## src/design/decode_pkg.sv

```systemverilog
// mips32 decoder definitions
`default_nettype none

package decode_pkg;

    localparam int word_w     = 32;
    localparam int reg_addr_w = 5;
    localparam int be_w       = 4;

    typedef logic [word_w-1:0]     virt_t;
    typedef logic [reg_addr_w-1:0] reg_addr_t;

    localparam reg_addr_t link_reg = 5'd31;

    // major opcodes
    localparam logic [5:0] opc_special = 6'b000000;
    localparam logic [5:0] opc_regimm  = 6'b000001;
    localparam logic [5:0] opc_j       = 6'b000010;
    localparam logic [5:0] opc_jal     = 6'b000011;
    localparam logic [5:0] opc_cop0    = 6'b010000;

    // funct codes with a role beyond the op table
    localparam logic [5:0] fn_jr      = 6'b001000;
    localparam logic [5:0] fn_jalr    = 6'b001001;
    localparam logic [5:0] fn_syscall = 6'b001100;
    localparam logic [5:0] fn_break   = 6'b001101;
    localparam logic [5:0] fn_mthi    = 6'b010001;
    localparam logic [5:0] fn_mtlo    = 6'b010011;
    localparam logic [5:0] fn_eret    = 6'b011000;   // under cop0 co

    // cop0 rs sub-codes
    localparam reg_addr_t cop0_mf = 5'b00000;
    localparam reg_addr_t cop0_mt = 5'b00100;
    localparam reg_addr_t cop0_co = 5'b10000;

    localparam logic [be_w-1:0] be_byte = 4'b0001;
    localparam logic [be_w-1:0] be_half = 4'b0011;
    localparam logic [be_w-1:0] be_word = 4'b1111;

    typedef enum logic [5:0] {
        OP_SLL, OP_SRL, OP_SRA, OP_SLLV, OP_SRLV, OP_SRAV,
        OP_JALR, OP_SYSCALL, OP_BREAK,
        OP_MFHI, OP_MTHI, OP_MFLO, OP_MTLO,
        OP_MULT, OP_MULTU, OP_DIV, OP_DIVU,
        OP_ADD, OP_ADDU, OP_SUB, OP_SUBU,
        OP_AND, OP_OR, OP_XOR, OP_NOR, OP_SLT, OP_SLTU, OP_LUI,
        OP_BLTZ, OP_BGEZ, OP_BLTZAL, OP_BGEZAL,
        OP_BEQ, OP_BNE, OP_BLEZ, OP_BGTZ,
        OP_LB, OP_LH, OP_LW, OP_LBU, OP_LHU,
        OP_SB, OP_SH, OP_SW,
        OP_JAL, OP_MFC0, OP_MTC0, OP_ERET,
        OP_INVALID
    } op_t;

    typedef enum logic [2:0] {
        ControlFlow_None,
        ControlFlow_Branch,
        ControlFlow_Return,
        ControlFlow_Call,
        ControlFlow_Jump
    } cf_t;

    typedef struct packed {
        virt_t       vaddr;
        logic [5:0]  opcode;
        reg_addr_t   rs;
        reg_addr_t   rt;
        reg_addr_t   rd;
        logic [5:0]  funct;
        logic [15:0] imm16;
        logic [25:0] target26;
    } inst_fields_t;

    typedef struct packed {
        reg_addr_t       rs1;
        reg_addr_t       rs2;
        reg_addr_t       rd;
        op_t             op;
        logic            use_imm;
        logic            imm_signed;
        logic            is_load;
        logic            is_store;
        logic            is_multicyc;
        logic [be_w-1:0] be;
    } decode_t;

    typedef struct packed {
        cf_t   cf;
        logic  is_controlflow;
        virt_t default_jump_i;
        virt_t default_jump_j;
    } cf_info_t;

    typedef struct packed {
        decode_t  dec;
        cf_info_t cf_info;
    } decoder_resp_t;

endpackage

`default_nettype wire
```

## src/design/decoder_top.sv

```systemverilog
// mips32 registered decoder
`timescale 1ns/1ps
`default_nettype none

module decoder_top (
    input  wire logic                          clk,
    input  wire logic                          reset,
    input  wire logic                          in_valid,
    input  wire decode_pkg::virt_t             in_vaddr,
    input  wire logic [decode_pkg::word_w-1:0] in_inst,
    output logic                               resp_valid,
    output decode_pkg::decoder_resp_t          resp
);

    logic                     fields_valid;
    decode_pkg::inst_fields_t fields;
    decode_pkg::decode_t      dec;
    decode_pkg::cf_info_t     cf_info;

    inst_capture inst_capture_i (
        .clk          (clk),
        .reset        (reset),
        .in_valid     (in_valid),
        .in_vaddr     (in_vaddr),
        .in_inst      (in_inst),
        .fields_valid (fields_valid),
        .fields       (fields)
    );

    opcode_decode opcode_decode_i (
        .fields (fields),
        .dec    (dec)
    );

    control_flow_unit control_flow_unit_i (
        .fields  (fields),
        .cf_info (cf_info)
    );

    resp_stage resp_stage_i (
        .clk          (clk),
        .reset        (reset),
        .fields_valid (fields_valid),
        .dec          (dec),
        .cf_info      (cf_info),
        .resp_valid   (resp_valid),
        .resp         (resp)
    );

endmodule

`default_nettype wire

```

## src/design/resp_stage.sv

```systemverilog
// registered decoder response
`timescale 1ns/1ps
`default_nettype none

module resp_stage (
    input  wire logic                  clk,
    input  wire logic                  reset,
    input  wire logic                  fields_valid,
    input  wire decode_pkg::decode_t   dec,
    input  wire decode_pkg::cf_info_t  cf_info,
    output logic                       resp_valid,
    output decode_pkg::decoder_resp_t  resp
);

    always_ff @(posedge clk) begin
        if (reset) begin
            resp_valid <= 1'b0;
            resp       <= '0;
        end else begin
            resp_valid <= fields_valid;
            if (fields_valid) begin
                resp.dec     <= dec;
                resp.cf_info <= cf_info;
            end
        end
    end

    a_ld_st_excl: assert property (@(posedge clk) disable iff (reset)
        resp_valid |-> !(resp.dec.is_load && resp.dec.is_store))
        else $error("resp_stage: load and store both set");

    // a control-flow response always carries a class
    a_cf_class: assert property (@(posedge clk) disable iff (reset)
        (resp_valid && resp.cf_info.is_controlflow)
            |-> resp.cf_info.cf != decode_pkg::ControlFlow_None)
        else $error("resp_stage: control flow without a class");

endmodule

`default_nettype wire

```

## src/design/control_flow_unit.sv

```systemverilog
// control-flow classifier
`timescale 1ns/1ps
`default_nettype none

module control_flow_unit (
    input  wire decode_pkg::inst_fields_t fields,
    output decode_pkg::cf_info_t          cf_info
);

    logic              is_special;
    logic              is_regimm;
    logic              is_branch;
    logic              is_jump_i;
    logic              is_jump_r;
    logic              is_call;
    logic              is_return;
    decode_pkg::virt_t pc_plus4;

    assign is_special = (fields.opcode == decode_pkg::opc_special);
    assign is_regimm  = (fields.opcode == decode_pkg::opc_regimm);

    // rt x000x are the four regimm branches
    assign is_branch = (fields.opcode[5:2] == 4'b0001)
                    || (is_regimm && fields.rt[3:1] == 3'b000);
    assign is_jump_i = (fields.opcode[5:1] == 5'b00001);
    assign is_jump_r = is_special && (fields.funct[5:1] == 5'b00100);
    assign is_call   = (fields.opcode == decode_pkg::opc_jal)
                    || (is_special && fields.funct == decode_pkg::fn_jalr)
                    || (is_regimm && fields.rt[4:1] == 4'b1000);
    assign is_return = is_special && (fields.funct == decode_pkg::fn_jr)
                    && (fields.rs == decode_pkg::link_reg);

    always_comb begin
        casez ({is_branch, is_return, is_call, is_jump_i | is_jump_r})
            4'b1???: cf_info.cf = decode_pkg::ControlFlow_Branch;
            4'b01??: cf_info.cf = decode_pkg::ControlFlow_Return;
            4'b001?: cf_info.cf = decode_pkg::ControlFlow_Call;
            4'b0001: cf_info.cf = decode_pkg::ControlFlow_Jump;
            default: cf_info.cf = decode_pkg::ControlFlow_None;
        endcase
    end

    assign cf_info.is_controlflow = is_branch | is_jump_i | is_jump_r;

    assign pc_plus4 = fields.vaddr + 32'd4;
    assign cf_info.default_jump_i = pc_plus4
                                  + {{14{fields.imm16[15]}}, fields.imm16, 2'b00};
    assign cf_info.default_jump_j = {pc_plus4[31:28], fields.target26, 2'b00};

endmodule

`default_nettype wire

```

## src/design/opcode_decode.sv

```systemverilog
// main opcode decoder
`timescale 1ns/1ps
`default_nettype none

module opcode_decode (
    input  wire decode_pkg::inst_fields_t fields,
    output decode_pkg::decode_t           dec
);

    logic [decode_pkg::be_w-1:0] size_be;
    logic                        special_multicyc;

    // access size from low opcode bits
    always_comb begin
        case (fields.opcode[1:0])
            2'b00:   size_be = decode_pkg::be_byte;
            2'b01:   size_be = decode_pkg::be_half;
            2'b11:   size_be = decode_pkg::be_word;
            default: size_be = '0;
        endcase
    end

    assign special_multicyc = (fields.funct[5:2] == 4'b0110)    // mult/div
                            || (fields.funct == decode_pkg::fn_mthi)
                            || (fields.funct == decode_pkg::fn_mtlo);

    always_comb begin
        dec            = '0;
        dec.op         = decode_pkg::OP_SLL;
        dec.imm_signed = 1'b1;

        casez (fields.opcode)
            decode_pkg::opc_special: begin
                dec.rs1         = fields.rs;
                dec.rs2         = fields.rt;
                dec.rd          = fields.rd;
                dec.is_multicyc = special_multicyc;
                case (fields.funct)
                    6'b000000:              dec.op = decode_pkg::OP_SLL;
                    6'b000010:              dec.op = decode_pkg::OP_SRL;
                    6'b000011:              dec.op = decode_pkg::OP_SRA;
                    6'b000100:              dec.op = decode_pkg::OP_SLLV;
                    6'b000110:              dec.op = decode_pkg::OP_SRLV;
                    6'b000111:              dec.op = decode_pkg::OP_SRAV;
                    decode_pkg::fn_jr,
                    decode_pkg::fn_jalr:    dec.op = decode_pkg::OP_JALR;
                    decode_pkg::fn_syscall: dec.op = decode_pkg::OP_SYSCALL;
                    decode_pkg::fn_break:   dec.op = decode_pkg::OP_BREAK;
                    6'b010000:              dec.op = decode_pkg::OP_MFHI;
                    decode_pkg::fn_mthi:    dec.op = decode_pkg::OP_MTHI;
                    6'b010010:              dec.op = decode_pkg::OP_MFLO;
                    decode_pkg::fn_mtlo:    dec.op = decode_pkg::OP_MTLO;
                    6'b011000:              dec.op = decode_pkg::OP_MULT;
                    6'b011001:              dec.op = decode_pkg::OP_MULTU;
                    6'b011010:              dec.op = decode_pkg::OP_DIV;
                    6'b011011:              dec.op = decode_pkg::OP_DIVU;
                    6'b100000:              dec.op = decode_pkg::OP_ADD;
                    6'b100001:              dec.op = decode_pkg::OP_ADDU;
                    6'b100010:              dec.op = decode_pkg::OP_SUB;
                    6'b100011:              dec.op = decode_pkg::OP_SUBU;
                    6'b100100:              dec.op = decode_pkg::OP_AND;
                    6'b100101:              dec.op = decode_pkg::OP_OR;
                    6'b100110:              dec.op = decode_pkg::OP_XOR;
                    6'b100111:              dec.op = decode_pkg::OP_NOR;
                    6'b101010:              dec.op = decode_pkg::OP_SLT;
                    6'b101011:              dec.op = decode_pkg::OP_SLTU;
                    default:                dec.op = decode_pkg::OP_INVALID;
                endcase
            end

            decode_pkg::opc_regimm: begin
                dec.rs1     = fields.rs;
                dec.use_imm = 1'b1;
                dec.rd      = (fields.rt[4:1] == 4'b1000) ? decode_pkg::link_reg : '0;
                case (fields.rt)
                    5'b00000: dec.op = decode_pkg::OP_BLTZ;
                    5'b00001: dec.op = decode_pkg::OP_BGEZ;
                    5'b10000: dec.op = decode_pkg::OP_BLTZAL;
                    5'b10001: dec.op = decode_pkg::OP_BGEZAL;
                    default:  dec.op = decode_pkg::OP_INVALID;
                endcase
            end

            6'b0001??: begin    // beq/bne/blez/bgtz
                dec.rs1 = fields.rs;
                dec.rs2 = fields.rt;
                case (fields.opcode[1:0])
                    2'b00:   dec.op = decode_pkg::OP_BEQ;
                    2'b01:   dec.op = decode_pkg::OP_BNE;
                    2'b10:   dec.op = decode_pkg::OP_BLEZ;
                    default: dec.op = decode_pkg::OP_BGTZ;
                endcase
            end

            6'b001???: begin    // reg-imm alu
                dec.rs1        = fields.rs;
                dec.rd         = fields.rt;
                dec.use_imm    = 1'b1;
                dec.imm_signed = ~fields.opcode[2];
                case (fields.opcode[2:0])
                    3'b000:  dec.op = decode_pkg::OP_ADD;
                    3'b001:  dec.op = decode_pkg::OP_ADDU;
                    3'b010:  dec.op = decode_pkg::OP_SLT;
                    3'b011:  dec.op = decode_pkg::OP_SLTU;
                    3'b100:  dec.op = decode_pkg::OP_AND;
                    3'b101:  dec.op = decode_pkg::OP_OR;
                    3'b110:  dec.op = decode_pkg::OP_XOR;
                    default: dec.op = decode_pkg::OP_LUI;
                endcase
            end

            6'b100???: begin
                dec.rs1     = fields.rs;
                dec.rs2     = (fields.opcode[1:0] == 2'b10) ? fields.rt : '0;
                dec.rd      = fields.rt;
                dec.is_load = 1'b1;
                case (fields.opcode[2:0])
                    3'b000:  dec.op = decode_pkg::OP_LB;
                    3'b001:  dec.op = decode_pkg::OP_LH;
                    3'b011:  dec.op = decode_pkg::OP_LW;
                    3'b100:  dec.op = decode_pkg::OP_LBU;
                    3'b101:  dec.op = decode_pkg::OP_LHU;
                    default: dec.op = decode_pkg::OP_INVALID;
                endcase
                if (dec.op != decode_pkg::OP_INVALID) begin
                    dec.be = size_be;
                end
            end

            6'b101???: begin
                dec.rs1      = fields.rs;
                dec.rs2      = fields.rt;
                dec.is_store = 1'b1;
                case (fields.opcode[2:0])
                    3'b000:  dec.op = decode_pkg::OP_SB;
                    3'b001:  dec.op = decode_pkg::OP_SH;
                    3'b011:  dec.op = decode_pkg::OP_SW;
                    default: dec.op = decode_pkg::OP_INVALID;
                endcase
                if (dec.op != decode_pkg::OP_INVALID) begin
                    dec.be = size_be;
                end
            end

            decode_pkg::opc_j, decode_pkg::opc_jal: begin
                dec.op = decode_pkg::OP_JAL;
                dec.rd = fields.opcode[0] ? decode_pkg::link_reg : '0;
            end

            decode_pkg::opc_cop0: begin
                case (fields.rs)
                    decode_pkg::cop0_mf: begin
                        dec.op = decode_pkg::OP_MFC0;
                        dec.rd = fields.rt;
                    end
                    decode_pkg::cop0_mt: begin
                        dec.op  = decode_pkg::OP_MTC0;
                        dec.rs1 = fields.rt;
                    end
                    decode_pkg::cop0_co: begin
                        dec.op = (fields.funct == decode_pkg::fn_eret) ?
                                 decode_pkg::OP_ERET : decode_pkg::OP_INVALID;
                    end
                    default: dec.op = decode_pkg::OP_INVALID;
                endcase
            end

            default: dec.op = decode_pkg::OP_INVALID;
        endcase
    end

endmodule

`default_nettype wire

```

## src/design/inst_capture.sv

```systemverilog
// instruction capture stage
`timescale 1ns/1ps
`default_nettype none

module inst_capture (
    input  wire logic                         clk,
    input  wire logic                         reset,
    input  wire logic                         in_valid,
    input  wire decode_pkg::virt_t            in_vaddr,
    input  wire logic [decode_pkg::word_w-1:0] in_inst,
    output logic                              fields_valid,
    output decode_pkg::inst_fields_t          fields
);

    decode_pkg::virt_t               vaddr_q;
    logic [decode_pkg::word_w-1:0]   inst_q;

    always_ff @(posedge clk) begin
        if (reset) begin
            fields_valid <= 1'b0;
        end else begin
            fields_valid <= in_valid;
        end
    end

    always_ff @(posedge clk) begin
        if (in_valid) begin
            vaddr_q <= in_vaddr;
            inst_q  <= in_inst;
        end
    end

    always_comb begin
        fields.vaddr    = vaddr_q;
        fields.opcode   = inst_q[31:26];
        fields.rs       = inst_q[25:21];
        fields.rt       = inst_q[20:16];
        fields.rd       = inst_q[15:11];
        fields.funct    = inst_q[5:0];
        fields.imm16    = inst_q[15:0];
        fields.target26 = inst_q[25:0];
    end

    // a strobed word must be fully known, it is decoded next cycle
    a_inst_known: assert property (@(posedge clk) disable iff (reset)
        in_valid |-> !$isunknown(in_inst))
        else $error("inst_capture: unknown bits in strobed instruction");

endmodule

`default_nettype wire

```

## config.mk

```make
export PLATFORM = sky130hd
export DESIGN_NAME = decoder_top
export DESIGN_NICKNAME = d
export VERILOG_FILES = /design/src/design/decode_pkg.sv /design/src/design/decoder_top.sv /design/src/design/resp_stage.sv /design/src/design/control_flow_unit.sv /design/src/design/opcode_decode.sv /design/src/design/inst_capture.sv
export SDC_FILE = /design/constraint.sdc
export NUM_CORES = 1
export LEC_CHECK = 0
export BUFFER_PORTS_ARGS = -buffer_cell sky130_fd_sc_hd__buf_4
export CAP_MARGIN = 20
export CORE_MARGIN = 5
export CORE_UTILIZATION = 43
export CTS_BUF_LIST = sky130_fd_sc_hd__clkbuf_8
export DETAILED_ROUTE_END_ITERATION = 7
export PLACE_DENSITY = 0.64
export SLEW_MARGIN = 20
export SYNTH_ARGS = -nofsm -noshare
export SYNTH_HDL_FRONTEND = slang
export SYNTH_SLANG_ARGS = --single-unit
```

## constraint.sdc

```tcl
create_clock -name clk -period 8.4 [get_ports clk]
set_clock_uncertainty 0.2 [all_clocks]
set_input_delay 0.84 -clock clk [delete_from_list [all_inputs] [get_ports clk]]
set_output_delay 0.84 -clock clk [all_outputs]
set_load 0.1 [all_outputs]
```

==> results.py, run 1 <==
metrics = {
    "clock_network": {
        "cts_hold_buf": 0,
        "cts_max_level": 4,
        "cts_buffers": 17,
        "cts_root_buf": "clkbuf_8",
        "cts_buffer_depth": 2,
        "clk_pin_slew_worst_paths_ps": 90,
        "cts_post_setup_buffers_inserted": 0,
        "cts_sinks": 167,
        "cts_resized": 0,
        "worstSkewPairLatency_ps": 460,
        "cts_tree": "done",
    },
    "worst_setup_path": {
        "r2r_slack_ps": 4340,
        "slowest_stage": "nor3_1",
        "cp.arrival_ps": 4170,
        "critical_path_class": "flip-flop to flip-flop",
        "worst_setup_path_end_kind": "flip-flop",
        "cp_cell_sequence": "nand4_1 -> nor3_1 -> and3_1 -> and2_1 -> nand3_1 -> xnor2_1 -> ha_1 -> a21oi_1 -> o21bai_1 -> a21o_1 -> a21o_1 -> a21oi_1 -> o21ai_0 -> a41oi_1 -> xor2_1 -> o21ai_0",
        "critPathBufInv": 0,
        "crit_family": "simple AND/OR/NAND/NOR gates",
        "critPathMaxFanout": 5,
        "slowest_delay_ps": 500,
        "required_ps": 8510,
        "start_kind": "flip-flop",
    },
    "yosys": {
        "synth_top_area_frac": 0.2460,
        "synth_cells": 858,
        "ys_types": 71,
        "synth.avg_cell_area_sq_um": 9.770,
        "synthArstFlopShare": 0,
        "synth_enable_flop_cells": 64,
        "ys_ff_latch": 167,
        "yosysSeqAreaShare": 0.4752,
        "synth_top_area_cell": "dfxtp_1",
        "synth_area_leaders": "dfxtp_1 (25%), edfxtp_1 (23%), ha_1 (6.3%)",
        "ys_warn_count": 0,
        "syn_area_sq_um": 8383,
        "synth-main-ff-cell": "dfxtp_1",
    },
    "sta": {
        "setup_viol": 0,
        "min_period_ps": 4065,
        "max_freq_mhz": 246.0,
        "worst_pin_slew_ps": 819.8,
        "maxSlewViolCount": 0,
        "layout_setup_ws_ps": 4335,
        "relSlewSlack": 0.4534,
        "period_share": 0.4839,
        "hold_viol_final": 0,
        "finalSetupTns_ps": 0,
        "rsz0062_at_grt": "no",
    },
    "floorplan": {
        "start_util": 0.4336,
        "die_h_microns": 149.6,
        "coreArea_sq_um": 19330,
        "num_rows": 51,
        "dieArea_sq_um": 22390,
        "dieWidth_microns": 149.6,
        "io_pins": 166,
    },
    "detailed_routing": {
        "dr.first_iter.drc_count": 446,
        "drc_errors": 0,
        "wl_per_cell_microns": 17.96,
        "viasPerCell": 5.382,
        "drt_wl_total_mm": 23.10,
        "firstDrtPassIters": 5,
        "ant_nets": 0,
        "vias": 6921,
    },
    "power_and_ir_drop": {
        "p_sw_uw": 785.4,
        "clockPowerShare": 0.287,
        "combPwrFrac": 0.278,
        "peakVddDrop_uv": 105.1,
        "seqPwrFrac": 0.435,
        "p_int_uw": 1441,
        "power_leakage_uw": 0.004229,
        "p_per_area_nw_per_um2": 216.9,
        "swShare": 0.3527,
    },
    "grt": {
        "grt.total_usage": 0.2058,
        "grt_pass1_vias": 6690,
        "grt_max_degree": 49,
        "grt_overflow": 0,
        "grt_pass1_wl_mm": 36.09,
        "antenna_found_initial": 0,
    },
    "placement": {
        "numPortBuffers": 163,
        "dp_slack_ps": 4434,
        "hpwl_mm": 16.74,
        "gp_congestion": 0.9204,
    },
    "final_layout": {
        "finalNetCount": 1118,
        "diodes": 0,
        "seqCellArea_sq_um": 3988,
        "drive_gt1_frac": 0.2155,
        "area_growth_pct": 22.49,
        "fillers": 1761,
        "multi_input_area_sq_um": 4169,
    },
    "min_path": {
        "hold_path.class": "flip-flop to flip-flop",
    },
    "run": {
        "drv_cap": 0,
    },
    "status": {
        "status": "completed",
    },
}
path summary, 6_finish.rpt:
kind                        startpoint               endpoint  depth (start not counted)
max          inst_capture_i.vaddr_q[7]  resp_stage_i.resp[61]                         16
min              resp_stage_i.resp[56]  resp_stage_i.resp[56]                          2
max reg2reg  inst_capture_i.vaddr_q[7]  resp_stage_i.resp[61]                         16
min reg2reg      resp_stage_i.resp[56]  resp_stage_i.resp[56]                          2
cells in the mapped netlist, drive strengths merged, types with 20 or more instances:
master    n
nand3    35
xnor2    36
nor2    100
o21ai    51
edfxtp   64
dfxtp   103
a21oi    55
nand2    78
clkbuf   35
mux2i    48
inv      20
ha       42
per-stage QoR:
step	total power [uW]	util	std cells	hold WS (ps)	cell area, sq um
floorplan	1440	-	859	256.8	8387
global placement	1602	0.5087	1254	242.6	9836
detailed placement	1604	0.5087	1254	250.4	9836
CTS	2242	0.5311	1286	268.2	10270
global route	2329	0.5311	1286	285.5	10270
finish	2227	0.5311	1286	260.8	10270
cells in the final DEF, fill, tap and decap left out, drive strengths merged, types with 3 or more instances in the layout:
master and instances:
mux2i 48, buf 169, nor3b 3, o22ai 4, and2 6, and4 3
a31oi 7, a21oi 55, nand3b 3, nand3 35, a221oi 8, a222oi 5
a311oi 3, nor3 14, a211oi 13, nand2b 3, o21bai 5, o31ai 4
mux2 4, o211ai 6, nand4 15, nor2b 8, and3 8, o21ai 51
clkinv 5, nand2 78, edfxtp 64, xor2 17, dfxtp 103, inv 25
xnor2 36, or3 4, bufinv 5, ha 42, clkbuf 17, nor2 100
a41oi 3, a21o 12
kinds of logic after synthesis:
| logic type | Yosys count | share of synthesized area |
|---|---|---|
| buffers and inverters | 60 | 0.02821 |
| AO/OA/AOI/OAI | 194 | 0.1536 |
| flip-flops | 167 | 0.4752 |
| AND/OR/NAND/NOR | 288 | 0.1594 |
| XOR/XNOR | 53 | 0.05537 |
| multiplexers | 52 | 0.06269 |
| other | 1 | 0.0004473 |
| adder cells (fa/ha/maj) | 43 | 0.06507 |
per-layer routing:
layer | global-route usage | routed length, microns | part of all wire | up-vias
li1 | - | - | - | 3414
met3 | 0.04331 | 1556 | 0.067 | 28
met2 | 0.3450 | 11140 | 0.48 | 236
met1 | 0.2693 | 10010 | 0.43 | 3243
met5 | 0 | 0 | 0 | -
met4 | 0.05950 | 387 | 0.017 | 0
sequential cells by signal (all words and copies together), names as in the netlist, named ones only:
register,cells
inst_capture_i.fields_valid,1
inst_capture_i.vaddr_q,32
inst_capture_i.inst_q,32
resp_stage_i.resp_valid,1
resp_stage_i.resp,95
layout make-up:
class / count / area share
Clock buffer: 17 / 0.02279
Clock inverter: 15 / 0.01937
Inverter: 21 / 0.007676
Multi-Input combinational cell: 632 / 0.4060
Sequential cell: 167 / 0.3883
Tap cell: 265 / 0.03229
Timing Repair Buffer: 169 / 0.1236
power by group through the flow:
stage          clock (uW)  sequential (uW)  combinational, uW
2_1_floorplan           0             1170                274
3_3_place_gp            0              987                614
3_5_place_dp            0              987                617
4_1_cts               654              969                619
5_1_grt               688              977                663
6_report              639              969                619
worst min-delay path: stages (launching register included):
cell	delay (ps)
dfxtp_1	330
nand2_1	40
o21ai_0	50
No activity file was read; power rests on OpenSTA's default activity.
==> run 2, diff against run 1 <==
==> constraint.sdc (replaced) <==
create_clock -name clk -period 3.8 [get_ports clk]
set_clock_uncertainty 0.2 [all_clocks]
set_input_delay 0.38 -clock clk [delete_from_list [all_inputs] [get_ports clk]]
set_output_delay 0.38 -clock clk [all_outputs]
set_load 0.1 [all_outputs]
==> results.py, run 2 (synthesis results as in run 1) <==
metrics = {
    "final_layout": {
        "seqCellArea_sq_um": 3988,
        "area_growth_pct": 32.52,
        "finalNetCount": 1213,
        "fillers": 1713,
        "largest_registers": "resp_stage_i.resp: 95 flops, inst_capture_i.inst_q: 32 flops, inst_capture_i.vaddr_q: 32 flops",
        "layout_common_cells": "buf_4 (200), dfxtp_1 (102), nor2_1 (98), nand2_1 (78)",
        "largest_register": "resp_stage_i.resp",
        "fin_cells": 1381,
        "multi_input_area_sq_um": 4205,
        "layout_commonest_cell": "buf_4",
        "diodes": 0,
        "drive_gt1_frac": 0.2357,
        "largest_reg_flops": 95,
    },
    "placement": {
        "gp_congestion": 0.9303,
        "numPortBuffers": 163,
        "dp_cells": 1282,
        "dp_slack_ps": 107.0,
        "hpwl_mm": 16.89,
    },
    "power_and_ir_drop": {
        "power_leakage_uw": 0.004605,
        "peakVddDrop_uv": 217.2,
        "p_per_area_nw_per_um2": 433.9,
    },
    "status": {
        "status": "completed",
    },
    "worst_setup_path": {
        "critPathBufInv": 0,
        "critical_path_class": "flip-flop to flip-flop",
        "required_ps": 3950,
        "cp_num_cells": 14,
        "worst_setup_path_end_kind": "flip-flop",
        "worst_r2r_path_depth": 14,
        "slowest_stage": "edfxtp_1",
        "slowest_delay_ps": 450,
        "cp_cell_sequence": "and3_4 -> and3_1 -> nand3_1 -> xnor2_1 -> ha_1 -> a211oi_2 -> nor2_2 -> or4_4 -> a31o_4 -> a311oi_4 -> nor3_2 -> a211oi_4 -> or4_2 -> nand4_1",
        "crit_family": "simple AND/OR/NAND/NOR gates",
        "critPathMaxFanout": 5,
        "cp.arrival_ps": 3790,
        "start_kind": "flip-flop",
    },
    "floorplan": {
        "coreArea_sq_um": 19330,
        "dieArea_sq_um": 22390,
        "io_pins": 166,
        "dieWidth_microns": 149.6,
        "num_rows": 51,
        "start_util": 0.4336,
        "die_h_microns": 149.6,
    },
    "detailed_routing": {
        "dr.first_iter.drc_count": 401,
        "ant_nets": 0,
        "drc_errors": 0,
        "firstDrtPassIters": 8,
        "wl_per_cell_microns": 17.29,
        "viasPerCell": 5.226,
        "vias": 7217,
        "drt_wl_total_mm": 23.88,
    },
    "sta": {
        "min_period_ps": 3637,
        "max_freq_mhz": 275.0,
        "setup_viol": 0,
        "relSlewSlack": 0.4426,
        "worst_pin_slew_ps": 835.1,
        "rsz0062_at_grt": "yes",
        "period_share": 0.9571,
        "hold_viol_final": 0,
        "maxSlewViolCount": 0,
        "layout_setup_ws_ps": 163.0,
    },
    "clock_network": {
        "cts_max_level": 4,
        "cts_tree": "done",
        "cts_sinks": 167,
        "cts_root_buf": "clkbuf_8",
        "cts_buffers": 17,
        "worstSkewPairLatency_ps": 480,
        "clk_pin_slew_worst_paths_ps": 90,
        "cts_buffer_depth": 2,
    },
    "grt": {
        "grt_max_degree": 71,
        "grt_pass1_vias": 6929,
        "grt_overflow": 0,
        "grt_pass1_wl_mm": 37.36,
        "grt.total_usage": 0.2137,
        "antenna_found_initial": 0,
    },
    "min_path": {
        "hold_path.class": "input port to flip-flop",
        "hold_path_depth": 1,
    },
    "run": {
        "drv_cap": 0,
    },
}
run 2: changes by cell type in the layout (fill, tap and decap cells not counted), moves of 3 or more:
cell	before	now
bufinv_16	5	1
clkinvlp_4	1	4
dlygate4sd3_1	0	64
inv_6	0	3
inv_1	24	20
buf_4	169	200
run 2: final cells by class:
class	count	area share
sequential	167	0.3589
timing repair buffer	264	0.1928
clock inverter	15	0.01171
tap	265	0.02985
inverter	21	0.007095
clock buffer	17	0.02106
multi-input combinational	632	0.3785
run 2: per-stage QoR:
stage	hold slack [ps]	cell area [sq um]	total power (uW)	utilization	setup TNS (ps)
CTS	8.135	11050	4845	0.5715	0
global route	7.327	11110	5058	0.5746	-26.04
finish	32.14	11110	4821	0.5746	0
detailed placement	248.1	10050	3575	0.5196	0
floorplan	256.8	8387	3182	-	0
global placement	238.7	10050	3570	0.5196	0
run 2: final timing paths:
path	to	slack (ps)	startpoint
max reg2reg	resp_stage_i.resp[60]	160	inst_capture_i.vaddr_q[4]
max	resp_stage_i.resp[60]	160	inst_capture_i.vaddr_q[4]
min	inst_capture_i.inst_q[4]	30	in_valid
min reg2reg	resp_stage_i.resp[59]	260	resp_stage_i.resp[59]
run 2: power breakdown:
part           leakage (uW)  total [uW]  switching (uW)  internal [uW]
registers           0.00147        2110             117           2000
logic               0.00296        1490             989            500
clock network      0.000178        1220             702            518
total               0.00461        4820            1810           3010
run 2: what timing repair did:
item | in CTS | in global routing
gates resized for setup | 0 | 10
hold buffers | 64 | 0
endpoints found under the setup margin | 0 | 9
endpoints found under the hold margin | 64 | 0
buffers inserted | 0 | 3
run 2: metal layers:
layer	vias up	routed length, microns	GRT usage
met4	0	316	0.05812
met5	-	0	0
li1	3591	-	-
met2	202	11820	0.3683
met1	3399	10520	0.2769
met3	25	1219	0.03846
